===== src/rtl/rv_core_pkg.sv =====
package rv_core_pkg;

    localparam int XLEN     = 64;
    localparam int NUM_REGS = 32;

    typedef logic [XLEN-1:0] xlen_t;     // Register or PC value
    typedef logic [31:0]     inst_t;     // Raw instruction word
    typedef logic [4:0]      reg_idx_t;  // rs1, rs2, rd
    typedef logic [11:0]     csr_addr_t; // ir[31:20] of CSR ops

    // Major opcodes in ir[6:0]
    localparam logic [6:0] OPC_LUI      = 7'b0110111;
    localparam logic [6:0] OPC_AUIPC    = 7'b0010111;
    localparam logic [6:0] OPC_JAL      = 7'b1101111;
    localparam logic [6:0] OPC_JALR     = 7'b1100111;
    localparam logic [6:0] OPC_BRANCH   = 7'b1100011;
    localparam logic [6:0] OPC_OP_IMM   = 7'b0010011;
    localparam logic [6:0] OPC_OP_IMM_W = 7'b0011011; // ADDIW, SLLIW, SRLIW, SRAIW
    localparam logic [6:0] OPC_OP       = 7'b0110011;
    localparam logic [6:0] OPC_OP_W     = 7'b0111011; // ADDW ... SRAW
    localparam logic [6:0] OPC_SYSTEM   = 7'b1110011; // CSR ops and MRET

    localparam logic [2:0] F3_ADD_SUB = 3'b000; // SUB when ir[30] set on OP
    localparam logic [2:0] F3_SLL     = 3'b001;
    localparam logic [2:0] F3_SLT     = 3'b010;
    localparam logic [2:0] F3_SLTU    = 3'b011;
    localparam logic [2:0] F3_XOR     = 3'b100;
    localparam logic [2:0] F3_SR      = 3'b101; // SRA when ir[30] set
    localparam logic [2:0] F3_OR      = 3'b110;
    localparam logic [2:0] F3_AND     = 3'b111;

    // Branch conditions
    localparam logic [2:0] F3_BEQ  = 3'b000;
    localparam logic [2:0] F3_BNE  = 3'b001;
    localparam logic [2:0] F3_BLT  = 3'b100;
    localparam logic [2:0] F3_BGE  = 3'b101;
    localparam logic [2:0] F3_BLTU = 3'b110;
    localparam logic [2:0] F3_BGEU = 3'b111;

    localparam logic [2:0] F3_CSRRW  = 3'b001;
    localparam logic [2:0] F3_CSRRS  = 3'b010;
    localparam logic [2:0] F3_CSRRC  = 3'b011;
    localparam logic [2:0] F3_CSRRWI = 3'b101; // Immediate forms use zimm in ir[19:15]
    localparam logic [2:0] F3_CSRRSI = 3'b110;
    localparam logic [2:0] F3_CSRRCI = 3'b111;

    // Machine CSRs kept in this core
    localparam csr_addr_t CSR_MSTATUS  = 12'h300;
    localparam csr_addr_t CSR_MTVEC    = 12'h305;
    localparam csr_addr_t CSR_MSCRATCH = 12'h340;
    localparam csr_addr_t CSR_MEPC     = 12'h341;
    localparam csr_addr_t CSR_MCAUSE   = 12'h342;

    localparam logic [11:0] MRET_FUNCT12 = 12'h302;

    localparam int MSTATUS_MIE_BIT  = 3;
    localparam int MSTATUS_MPIE_BIT = 7;

    localparam xlen_t MCAUSE_MEXT_IRQ = 64'h8000_0000_0000_000B; // Interrupt, cause 11
    localparam xlen_t RESET_PC        = 64'd0;
    localparam inst_t NOP_INST        = 32'h0000_0013; // ADDI x0, x0, 0

endpackage


===== src/rtl/rv_retire.sv =====
`timescale 1ns/1ps

module rv_retire (
    input  logic                  clk,
    input  logic                  reset,
    input  rv_core_pkg::inst_t    instruction_i,
    input  rv_core_pkg::xlen_t    int_result_i,
    input  logic                  int_wr_en_i,
    input  logic                  jump_taken_i,
    input  rv_core_pkg::xlen_t    jump_target_i,
    input  rv_core_pkg::xlen_t    csr_result_i,
    input  logic                  csr_wr_en_i,
    input  logic                  redirect_i,     // Trap entry or MRET
    input  rv_core_pkg::xlen_t    redirect_pc_i,
    output rv_core_pkg::inst_t    ir_o,
    output logic                  valid_o,        // Low in a bubble cycle
    output rv_core_pkg::xlen_t    pc_o,
    output logic                  wr_en_o,
    output rv_core_pkg::reg_idx_t wr_idx_o,
    output rv_core_pkg::xlen_t    wr_data_o
);
    import rv_core_pkg::*;

    logic  jump;     // Branch or jump from a live IR
    logic  flush;    // Any redirect, next IR is stale
    xlen_t next_pc;

    assign jump  = valid_o && jump_taken_i;
    assign flush = redirect_i || jump;

    // Trap or MRET wins over a jump in the same slot
    always_comb begin
        if (redirect_i) begin
            next_pc = redirect_pc_i;
        end else if (jump) begin
            next_pc = jump_target_i;
        end else begin
            next_pc = pc_o + 64'd4;
        end
    end

    always_ff @(posedge clk or negedge reset) begin
        if (!reset) begin
            pc_o    <= RESET_PC;
            ir_o    <= NOP_INST;
            valid_o <= 1'b0;    // First cycle is a bubble
        end else begin
            pc_o    <= next_pc;
            ir_o    <= instruction_i; // Word fetched at pc_o this cycle
            valid_o <= !flush;
        end
    end

    assign wr_en_o   = valid_o && !redirect_i && (int_wr_en_i || csr_wr_en_i);
    assign wr_idx_o  = ir_o[11:7];
    assign wr_data_o = csr_wr_en_i ? csr_result_i : int_result_i; // CSR read overrides

endmodule


===== config.mk =====
export PLATFORM = sky130hd
export DESIGN_NAME = rv_retire
export DESIGN_NICKNAME = d
export VERILOG_FILES = /design/src/rtl/rv_core_pkg.sv /design/src/rtl/rv_retire.sv
export SDC_FILE = /design/constraint.sdc
export NUM_CORES = 1
export LEC_CHECK = 0
export ABC_AREA = 1
export BUFFER_PORTS_ARGS = -buffer_cell sky130_fd_sc_hd__buf_2
export CAP_MARGIN = 20
export CORE_AREA = 4 4 178 180
export CTS_CLUSTER_DIAMETER = 200
export DETAILED_ROUTE_END_ITERATION = 16
export DIE_AREA = 0 0 182 184
export SYNTH_ARGS = -nofsm -noshare
export SYNTH_HDL_FRONTEND = slang
export SYNTH_SLANG_ARGS = --single-unit

===== constraint.sdc =====
create_clock -name clk -period 3.4 [get_ports clk]
set_input_delay 0.68 -clock clk [delete_from_list [all_inputs] [get_ports clk]]
set_output_delay 0.68 -clock clk [all_outputs]
set_load 0.03 [all_outputs]

==> impl_metrics.ini <==
[floorplan]
die_w_um = 182
die_area_mm2 = 0.03349
core_mm2 = 0.03019
boundaryPins = 461
start_util = 0.2212
die_h_um = 184
num_rows = 64

[layout]
layout-drive-gt1-share = 0.4214
layout_common_cells = buf_2, nand2_1, nor2_1
num-nets-final = 1702
layout_commonest_cell = buf_2
area_growth_pct = 45.62
finish.utilization = 0.3222

[clock_network]
cts_tree = yes
path_clk_slew_ns = 0.07
hold_buffers = 0
cts_root_buf = clkbuf_16
cts_max_level = 3
cts_max_path_buffers = 2
insertion_delay_ns = 0.37
post_cts_buffers = 0
cts-buffers-inserted = 9
clock-sinks = 97
ctsResizeCount = 0

[detailed_routing]
wirelength_um = 43050
vias = 8320
drc_errors = 0
drt_first_iter_violations = 529
vias_per_cell = 4.581
routedWlPerCell_um = 23.70
drtPass1Iterations = 5
ant_nets = 0

[global_routing]
grt_max_degree = 64
grt_antenna_before_repair = 15
grt-ovfl-total = 0
grt_pass1_wl_um = 59530
grt_pass1_vias = 8463
grt.total_usage = 0.2471

[timing]
worstMarginPinSlew_ns = 0.7306
post-route-min-period_ns = 2.589
relSlewSlack = 0.5129
fmax_mhz = 386.2
post-route-period-util = 0.7616
drv_slew = 0
setup_violations = 0
finalClockSkew_ns = 0.01164
rsz0062_at_grt = false
tns_ns = 0
final_hold_viol_count = 0

[logic_synthesis]
synthDistinctLibCells = 30
syn_inst = 962
synth_area_leaders = dfrtp_1, nand2_1, mux2_2, nor2_1, o21ai_0
synth_top_area_frac = 0.3522
ys_ff_latch = 97
syn_nets = 1257
synth.avg_cell_area_um2 = 6.943
synth_area_mm2 = 0.006679
yosys.area.top_type = dfrtp_1
seq_area_frac_synth = 0.3640
ys_warn_count = 0

[worst_setup_path]
rrSetupSlack_ns = 1.35
reg2reg_to = pc_o[52]$_DFF_PN0_
critPathCapture = wr_data_o[31]
cp-end-kind = primary output
crit_required_ns = 2.72
path_class = in2out
crit_start = csr_wr_en_i
crit_arrival_ns = 1.91
r2r_start = pc_o[2]$_DFF_PN0_
r2r_cells = 10
critPathLaunchType = primary input
path_max_fanout = 19

[flow_run]
max-cap-violations = 0

[power_and_ir_drop]
cellLeakagePower_nw = 5.209
p_per_area_mw_per_mm2 = 392.8
ir_drop_mv = 0.2211

[hold_path]
hold_class = in2async

[place]
dp_hpwl_um = 37330
place.gp.congestion = 0.9810
port_buffers = 460

[outcome]
status = complete, no violations
-- stage by stage --
step / hold slack, ns / setup WS (ns) / total power [mW] / cells / area [µm²]
2_1_floorplan: 0.3844 / 0.9886 / 2.159 / 962 / 6679
4_1_cts: 0.3776 / 0.8279 / 3.869 / 1808 / 9706
6_report: 0.3649 / 0.8107 / 3.820 / 1816 / 9726
5_1_grt: 0.3902 / 0.7801 / 4.011 / 1813 / 9718
3_3_place_gp: 0.4676 / 0.8420 / 2.787 / 1792 / 9409
3_5_place_dp: 0.4835 / 0.8214 / 2.790 / 1792 / 9409
-- cell usage after synthesis, drive strengths merged --
cell type / count
o21ai: 71
xnor2: 13
dfrtp: 94
a21oi: 7
mux2: 64
nand3: 49
clkinv: 1
nand4: 3
dfstp: 3
a31oi: 4
o21bai: 2
ha: 1
inv: 53
nor2: 142
nand2: 406
clkbuf: 20
nand3b: 2
buf: 18
xor2: 9
-- where the power goes --
group          leakage [nW]  total [mW]  switching (mW)  internal, mW
Clock                 0.145        1.06           0.545         0.519
Sequential             1.13        1.42           0.162          1.26
Combinational          3.93        1.33           0.892         0.440
-- sequential cells by signal, summed over array words and instances, names as in the netlist --
signal   cells
ir_o        32
valid_o      1
pc_o        64
-- worst min-delay path by stage --
stage	startpoint	end	depth (start not counted)
6_report	reset	pc_o[39]$_DFF_PN0_	1
4_1_cts	reset	pc_o[41]$_DFF_PN0_	1
5_1_grt	instruction_i[1]	ir_o[1]$_DFF_PN1_	1
2_1_floorplan	reset	ir_o[10]$_DFF_PN0_	0
3_5_place_dp	pc_o[1]$_DFFE_PN0N_	pc_o[1]$_DFFE_PN0N_	2
3_3_place_gp	pc_o[1]$_DFFE_PN0N_	pc_o[1]$_DFFE_PN0N_	2
-- worst max-delay path, cell delays in order --
cell and delay, ns:
buf_2 0.40, buf_4 0.27, mux2_2 0.36, buf_2 0.18
-- metal layers --
| layer | global-route usage | share of wire |
|---|---|---|
| met5 | 0 | 0.0021 |
| met3 | 0.05877 | 0.063 |
| met1 | 0.2439 | 0.33 |
| met4 | 0.1180 | 0.049 |
| met2 | 0.4822 | 0.55 |
-- cell families after synthesis --
family,count (synthesis),synth area share
flip-flops,97,0.3640
AND/OR/NAND/NOR,602,0.3749
multiplexers,64,0.1079
XOR/XNOR,22,0.02885
AO/OA/AOI/OAI,84,0.06444
adder cells (fa/ha/maj),1,0.001873
buffers and inverters,92,0.05807
-- layout make-up --
cell class	instances	area, µm²
diodes	8	20.02
clock buffers	9	225.2
clock inverters	7	71.32
fillers	3335	20460
inverters	54	202.7
multi-input cells	773	3860
flip-flops and latches	97	2431
well taps	396	495.5
repair buffers	472	2420
(Power assumes the default switching activity.)
