File: config.mk
export PLATFORM = sky130hd
export DESIGN_NAME = rv_int_exec
export DESIGN_NICKNAME = d
export VERILOG_FILES = /design/src/rtl/rv_core_pkg.sv /design/src/rtl/rv_int_exec.sv
export SDC_FILE = /design/constraint.sdc
export NUM_CORES = 2
export LEC_CHECK = 0
export ABC_AREA = 1
export BUFFER_PORTS_ARGS = -buffer_cell sky130_fd_sc_hd__buf_4
export CORE_MARGIN = 1.5
export CORE_UTILIZATION = 35
export DETAILED_ROUTE_END_ITERATION = 6
export GPL_TIMING_DRIVEN = 0
export PLACE_DENSITY = 0.62
export SLEW_MARGIN = 30
export SYNTH_ARGS = -nofsm -noshare
export SYNTH_HDL_FRONTEND = slang
export SYNTH_SLANG_ARGS = --single-unit
File: constraint.sdc
create_clock -name vclk -period 11.07
set_input_delay 1.6605 -clock vclk [all_inputs]
set_output_delay 1.6605 -clock vclk [all_outputs]
set_load 0.02 [all_outputs]
File: src/rtl/rv_core_pkg.sv
package rv_core_pkg;

    localparam int XLEN     = 64;
    localparam int NUM_REGS = 32;

    typedef logic [XLEN-1:0] xlen_t;     // Register or PC value
    typedef logic [31:0]     inst_t;     // Raw instruction word
    typedef logic [4:0]      reg_idx_t;  // rs1, rs2, rd
    typedef logic [11:0]     csr_addr_t; // ir[31:20] of CSR ops

    // Major opcodes in ir[6:0]
    localparam logic [6:0] OPC_LUI      = 7'b0110111;
    localparam logic [6:0] OPC_AUIPC    = 7'b0010111;
    localparam logic [6:0] OPC_JAL      = 7'b1101111;
    localparam logic [6:0] OPC_JALR     = 7'b1100111;
    localparam logic [6:0] OPC_BRANCH   = 7'b1100011;
    localparam logic [6:0] OPC_OP_IMM   = 7'b0010011;
    localparam logic [6:0] OPC_OP_IMM_W = 7'b0011011; // ADDIW, SLLIW, SRLIW, SRAIW
    localparam logic [6:0] OPC_OP       = 7'b0110011;
    localparam logic [6:0] OPC_OP_W     = 7'b0111011; // ADDW ... SRAW
    localparam logic [6:0] OPC_SYSTEM   = 7'b1110011; // CSR ops and MRET

    localparam logic [2:0] F3_ADD_SUB = 3'b000; // SUB when ir[30] set on OP
    localparam logic [2:0] F3_SLL     = 3'b001;
    localparam logic [2:0] F3_SLT     = 3'b010;
    localparam logic [2:0] F3_SLTU    = 3'b011;
    localparam logic [2:0] F3_XOR     = 3'b100;
    localparam logic [2:0] F3_SR      = 3'b101; // SRA when ir[30] set
    localparam logic [2:0] F3_OR      = 3'b110;
    localparam logic [2:0] F3_AND     = 3'b111;

    // Branch conditions
    localparam logic [2:0] F3_BEQ  = 3'b000;
    localparam logic [2:0] F3_BNE  = 3'b001;
    localparam logic [2:0] F3_BLT  = 3'b100;
    localparam logic [2:0] F3_BGE  = 3'b101;
    localparam logic [2:0] F3_BLTU = 3'b110;
    localparam logic [2:0] F3_BGEU = 3'b111;

    localparam logic [2:0] F3_CSRRW  = 3'b001;
    localparam logic [2:0] F3_CSRRS  = 3'b010;
    localparam logic [2:0] F3_CSRRC  = 3'b011;
    localparam logic [2:0] F3_CSRRWI = 3'b101; // Immediate forms use zimm in ir[19:15]
    localparam logic [2:0] F3_CSRRSI = 3'b110;
    localparam logic [2:0] F3_CSRRCI = 3'b111;

    // Machine CSRs kept in this core
    localparam csr_addr_t CSR_MSTATUS  = 12'h300;
    localparam csr_addr_t CSR_MTVEC    = 12'h305;
    localparam csr_addr_t CSR_MSCRATCH = 12'h340;
    localparam csr_addr_t CSR_MEPC     = 12'h341;
    localparam csr_addr_t CSR_MCAUSE   = 12'h342;

    localparam logic [11:0] MRET_FUNCT12 = 12'h302;

    localparam int MSTATUS_MIE_BIT  = 3;
    localparam int MSTATUS_MPIE_BIT = 7;

    localparam xlen_t MCAUSE_MEXT_IRQ = 64'h8000_0000_0000_000B; // Interrupt, cause 11
    localparam xlen_t RESET_PC        = 64'd0;
    localparam inst_t NOP_INST        = 32'h0000_0013; // ADDI x0, x0, 0

endpackage

File: src/rtl/rv_int_exec.sv
`timescale 1ns/1ps

module rv_int_exec (
    input  rv_core_pkg::inst_t ir_i,
    input  rv_core_pkg::xlen_t pc_i,       // Fetch PC, one word ahead of IR
    input  rv_core_pkg::xlen_t rs1_val_i,
    input  rv_core_pkg::xlen_t rs2_val_i,
    output rv_core_pkg::xlen_t result_o,
    output logic               wr_en_o,
    output logic               jump_taken_o,
    output rv_core_pkg::xlen_t jump_target_o
);
    import rv_core_pkg::*;

    logic [6:0]  opcode;
    logic [2:0]  funct3;
    logic        is_reg;    // OP or OP_W, second operand from rs2
    logic        is_sub;
    logic        word_ok;   // Legal funct3 for the W group
    logic        br_cond;
    logic [5:0]  shamt;
    logic [31:0] word_sra;
    logic [31:0] word_res;
    xlen_t       inst_pc;
    xlen_t       imm_i;
    xlen_t       imm_u;
    xlen_t       imm_j;
    xlen_t       imm_b;
    xlen_t       op_b;
    xlen_t       sra_res;
    xlen_t       alu_res;

    assign opcode  = ir_i[6:0];
    assign funct3  = ir_i[14:12];
    assign inst_pc = pc_i - 64'd4; // Address of the word in the IR

    assign imm_i = {{52{ir_i[31]}}, ir_i[31:20]};
    assign imm_u = {{32{ir_i[31]}}, ir_i[31:12], 12'd0};
    assign imm_j = {{43{ir_i[31]}}, ir_i[31], ir_i[19:12], ir_i[20], ir_i[30:21], 1'b0};
    assign imm_b = {{51{ir_i[31]}}, ir_i[31], ir_i[7], ir_i[30:25], ir_i[11:8], 1'b0};

    assign is_reg  = (opcode == OPC_OP) || (opcode == OPC_OP_W);
    assign is_sub  = is_reg && ir_i[30];
    assign op_b    = is_reg ? rs2_val_i : imm_i;
    assign shamt   = op_b[5:0];                  // imm_i[5:0] is ir[25:20]
    assign sra_res = $signed(rs1_val_i) >>> shamt;
    assign word_sra = $signed(rs1_val_i[31:0]) >>> shamt[4:0];
    assign word_ok = (funct3 == F3_ADD_SUB) || (funct3 == F3_SLL) || (funct3 == F3_SR);

    // 64-bit ALU shared by OP and OP-IMM
    always_comb begin
        case (funct3)
            F3_ADD_SUB: alu_res = is_sub ? rs1_val_i - op_b : rs1_val_i + op_b;
            F3_SLL:     alu_res = rs1_val_i << shamt;
            F3_SLT:     alu_res = {63'd0, $signed(rs1_val_i) < $signed(op_b)};
            F3_SLTU:    alu_res = {63'd0, rs1_val_i < op_b};
            F3_XOR:     alu_res = rs1_val_i ^ op_b;
            F3_SR:      alu_res = ir_i[30] ? sra_res : rs1_val_i >> shamt;
            F3_OR:      alu_res = rs1_val_i | op_b;
            F3_AND:     alu_res = rs1_val_i & op_b;
            default:    alu_res = '0;
        endcase
    end

    // 32-bit word ops, sign extended below
    always_comb begin
        case (funct3)
            F3_SLL:  word_res = rs1_val_i[31:0] << shamt[4:0];
            F3_SR:   word_res = ir_i[30] ? word_sra : rs1_val_i[31:0] >> shamt[4:0];
            default: word_res = is_sub ? rs1_val_i[31:0] - op_b[31:0]
                                       : rs1_val_i[31:0] + op_b[31:0];
        endcase
    end

    always_comb begin
        case (funct3)
            F3_BEQ:  br_cond = rs1_val_i == rs2_val_i;
            F3_BNE:  br_cond = rs1_val_i != rs2_val_i;
            F3_BLT:  br_cond = $signed(rs1_val_i) < $signed(rs2_val_i);
            F3_BGE:  br_cond = $signed(rs1_val_i) >= $signed(rs2_val_i);
            F3_BLTU: br_cond = rs1_val_i < rs2_val_i;
            F3_BGEU: br_cond = rs1_val_i >= rs2_val_i;
            default: br_cond = 1'b0; // 010 and 011 undefined
        endcase
    end

    always_comb begin
        result_o      = alu_res;
        wr_en_o       = 1'b0;
        jump_taken_o  = 1'b0;
        jump_target_o = inst_pc + imm_b;
        case (opcode)
            OPC_LUI: begin
                result_o = imm_u;
                wr_en_o  = 1'b1;
            end
            OPC_AUIPC: begin
                result_o = inst_pc + imm_u;
                wr_en_o  = 1'b1;
            end
            OPC_OP_IMM, OPC_OP: wr_en_o = 1'b1;
            OPC_OP_IMM_W, OPC_OP_W: begin
                result_o = {{32{word_res[31]}}, word_res};
                wr_en_o  = word_ok;
            end
            OPC_JAL: begin
                result_o      = pc_i; // Link is instruction address plus 4
                wr_en_o       = 1'b1;
                jump_taken_o  = 1'b1;
                jump_target_o = inst_pc + imm_j;
            end
            OPC_JALR: begin
                result_o      = pc_i;
                wr_en_o       = 1'b1;
                jump_taken_o  = 1'b1;
                jump_target_o = (rs1_val_i + imm_i) & ~64'd1;
            end
            OPC_BRANCH: jump_taken_o = br_cond;
            default: ;               // Anything else retires as a no-op
        endcase
    end

endmodule

==> results of run 1 <==
synth_stat cells (22+ instances only):
cell,n
nor4_1,33
nor3_1,97
a211oi_1,22
buf_2,96
o22ai_1,22
o21a_1,39
o221ai_1,27
a221oi_1,35
or2_2,58
xor2_1,128
inv_1,1144
nand3_1,911
xnor2_1,28
o21bai_1,33
nor2_1,908
nand4_1,76
a31oi_1,96
buf_1,31
o21ai_0,730
ha_1,436
a21o_1,40
a21oi_1,719
o211ai_1,76
nand2_1,2101
clkbuf_1,173
per-stage QoR:
stage,hold WS (ns),instances,setup WS (ns)
after floorplan,3.44,8224,3.72
after global placement,3.67,10102,-0.615
after detailed placement,3.67,10112,-0.166
after CTS,3.67,10112,0.0677
metal layers:
metal	global-route usage, %	overflow
met2	80.2	29
met4	49.6	15
met1	72.7	0
met5	10.2	0
met3	46.3	0
cell families after synthesis:
logic type,share of synthesized area (%)
AO/OA/AOI/OAI,26.1
XOR/XNOR,3.32
adder cells (fa/ha/maj),13.5
buffers and inverters,13.8
multiplexers,0.0760
AND/OR/NAND/NOR,43.2
==> flow_summary_export.csv, run 1 <==
group,metric,value,unit
outcome,status,"stopped before the end",
outcome,stop_stage,"5_1_grt",
outcome,error,"[ERROR GRT-0116] Global routing finished with congestion. Check the congestion regions in the DRC Viewer.",
floorplanning,die_w,346,microns
global_route,grt_pass1_wl,538000,microns
synth,ys_warn_count,0,
synth,syn_area,41100,sq um
placement,hpwl,321000,microns
synth,syn_inst,8224,
synth,syn-num-nets,8889,
global_route,grt_pass1_vias,62720,
global_route,grt_max_degree,108,
synth,yosys-top-cells-area,"nand2_1 (19%), ha_1 (13%), nand3_1 (11%), inv_1 (10%), o21ai_0 (8.9%)",
placement,dpl_cell_area,46000,sq um
synth,synth.distinct_cells,62,
synth,synth_top_area_share,19.2,%
global_route,overflow,44,
synth,yosys.area.top_type,"nand2_1",
clock_tree,ctsHoldBuffers,0,
floorplanning,io_pins,354,
clock_tree,post_cts_resized,1,
floorplanning,die_h,346,microns
clock_tree,postCtsSetupBuffers,0,
floorplanning,start_util,35.4,%
global_route,track_usage,64.4,%
placement,place_congestion,1.34,
placement,port_buffers,354,
synth,syn_avg_cell_area,5.00,sq um
synth,ys_seq_area_share,0,%
floorplanning,rows,125,
==> inputs of run 2 (changes only) <==
CORE_UTILIZATION = 20   (was 35)
PLACE_DENSITY = unset   (was 0.62)
PLACE_DENSITY_LB_ADDON = 0.15   (was unset)
==> run 2 against run 1 <==
- the flow now finishes, with violations (setup timing)
- synthesized cell count unchanged
- area after synthesis unchanged
==> flow_summary_export.csv, run 2 <==
group,metric,value,unit
run,maxCapViolCount,0,
synth,synth.distinct_cells,62,
final_layout,area_growth,18.2,%
placement,hpwl,430000,microns
synth,yosys.area.top_type,"nand2_1",
synth,synthTopCellsByCount,"nand2_1 (2101), inv_1 (1144), nand3_1 (911)",
final_layout,drive_above_1_share,9.10,%
hold_path,min_path_cells,4,
critical_path,critPathKind,"in2out",
final_layout,seqCellArea,0,sq um
floorplanning,die_h,457,microns
drt,antenna_left,0,
hold_path,hold_path_startpoint,"pc_i[0]",
global_route,overflow,0,
critical_path,cp-end-kind,"primary output",
drt,drtIter0Drc,11050,
global_route,antenna_found_initial,99,
drt,vias,67075,
outcome,violations,"setup timing",
global_route,track_usage,45.2,%
sta,fin_crit_sh,102,%
synth,syn-num-nets,8889,
critical_path,crit_required,9.41,ns
synth,syn_avg_cell_area,5.00,sq um
synth,ys_warn_count,0,
final_layout,final_cell_area,48600,sq um
placement,dpl_cell_area,48200,sq um
drt,drc,0,
drt,viasPerCell,5.90,
sta,final_max_slew_viol_count,0,
placement,place_congestion,1.19,
outcome,status,"complete, but fails checks",
critical_path,path_max_fanout,10,
sta,tightest_slew,1.23,ns
critical_path,cp_data_arrival_time,9.62,ns
drt,wirelength,496000,microns
synth,yosys-top-cells-area,"nand2_1 (19%), ha_1 (13%), nand3_1 (11%), inv_1 (10%), o21ai_0 (8.9%)",
sta,hold_viol,0,
final_layout,seq_cell_count,0,
drt,avgRoutedWirePerCell,43.7,microns
sta,finalSetupTns,-0.608,ns
synth,synth_top_area_share,19.2,%
global_route,grt_pass1_wl,622000,microns
final_layout,layout_commonest_cell,"nand2_1",
hold_path,worstHoldEndpoint,"jump_target_o[0]",
sta,fin_crit,11.28,ns
floorplanning,die_w,457,microns
synth,yosysMostFrequentCell,"nand2_1",
synth,syn_inst,8224,
sta,setup_slack,-0.209,ns
placement,port_buffers,354,
global_route,grt_max_degree,65,
drt,drt_pass1_iterations,6,
floorplanning,rows,166,
final_layout,final_nets,9298,
synth,syn_area,41100,sq um
global_route,grt_pass1_vias,58760,
floorplanning,die_area,208000,sq um
critical_path,start_kind,"primary input",
sta,setup_viol,6,
floorplanning,start_util,20.1,%
clock_tree,ctsHoldBuffers,0,
hold_path,hp-class,"in2out",
final_layout,n_clock_buffer,0,
floorplanning,io_pins,354,
synth,ys_seq_area_share,0,%
sta,relSlewSlack,17.2,%
floorplanning,core,205000,sq um
sta,fmax,88.7,MHz
final_layout,final_cell_mix,"nand2_1 (2098), inv_1 (1144), nand3_1 (911)",
[run 2: cell counts after synthesis]
Identical to the previous run, type by type.
[run 2: how the worst max path moves through the flow]
| stage | slack, ns | startpoint | cells after the start | end |
|---|---|---|---|---|
| finish | -0.21 | ir_i[1] | 23 | result_o[37] |
| global route | -0.02 | ir_i[6] | 27 | result_o[29] |
| CTS | 0.07 | ir_i[6] | 32 | result_o[32] |
| detailed placement | -1.85 | ir_i[6] | 31 | result_o[32] |
| global placement | -3.30 | ir_i[30] | 26 | result_o[32] |
| floorplan | 3.72 | ir_i[6] | 27 | result_o[29] |
[run 2: kinds of logic (layout without fill, tap and decap cells)]
group / Yosys count / in the layout / synth area share (%)
AO/OA/AOI/OAI: 1920 / 1920 / 26.1
XOR/XNOR: 156 / 156 / 3.32
adder cells (fa/ha/maj): 441 / 441 / 13.5
buffers and inverters: 1464 / 1871 / 13.8
multiplexers: 3 / 3 / 0.0760
other: 0 / 45 / 0
AND/OR/NAND/NOR: 4240 / 4240 / 43.2
[run 2: critical path, stage by stage]
cell	delay, ns
buf_4	0.11
nand2_2	0.15
nor2_2	0.07
nand2_2	0.16
buf_2	0.59
nand2_1	0.83
clkbuf_1	0.38
o21ai_1	0.39
ha_1	0.35
clkbuf_1	0.25
a21oi_1	0.27
inv_1	0.07
a31oi_1	0.28
o21ai_0	0.23
a21oi_1	0.94
nand3_1	0.75
nor2_1	0.27
a21oi_1	0.09
and2_1	0.17
o21ai_0	0.67
nand3_1	0.45
nand2_1	0.21
buf_4	0.17
[run 2: area by class of cell]
cell class,instances,area (sq um)
tap,2688,3360
inverter,1156,4340
fill,24613,156000
antenna,45,113
timing repair buffer,408,3340
multi-input combinational,6760,36000
buffer,307,1460
[run 2: timing repair]
item | in CTS | in global routing
hold endpoints to repair | 0 | 0
buffers inserted | 2 | 2
pin swaps | 1 | 1
gates resized for setup | 13 | 9
setup endpoints to repair | 45 | 35
[run 2: through the flow]
stage	util, %	std cells	worst slack (ns)	hold WS (ns)
global route	23.7	11327	-0.0183	3.69
global placement	23.1	11266	-3.30	3.69
finish	23.8	11364	-0.209	3.68
CTS	23.6	11311	0.0700	3.68
detailed placement	23.6	11310	-1.85	3.68
floorplan	-	8224	3.72	3.44
[run 2: routing by layer]
| metal | GRT usage [%] | share of wire (%) | vias to the layer above |
|---|---|---|---|
| met3 | 13.4 | 11 | 868 |
| met4 | 27.1 | 7.1 | 52 |
| met5 | 0.413 | 0.094 | - |
| met1 | 61.5 | 43 | 33238 |
| met2 | 61.8 | 39 | 4694 |
| li1 | - | - | 28223 |
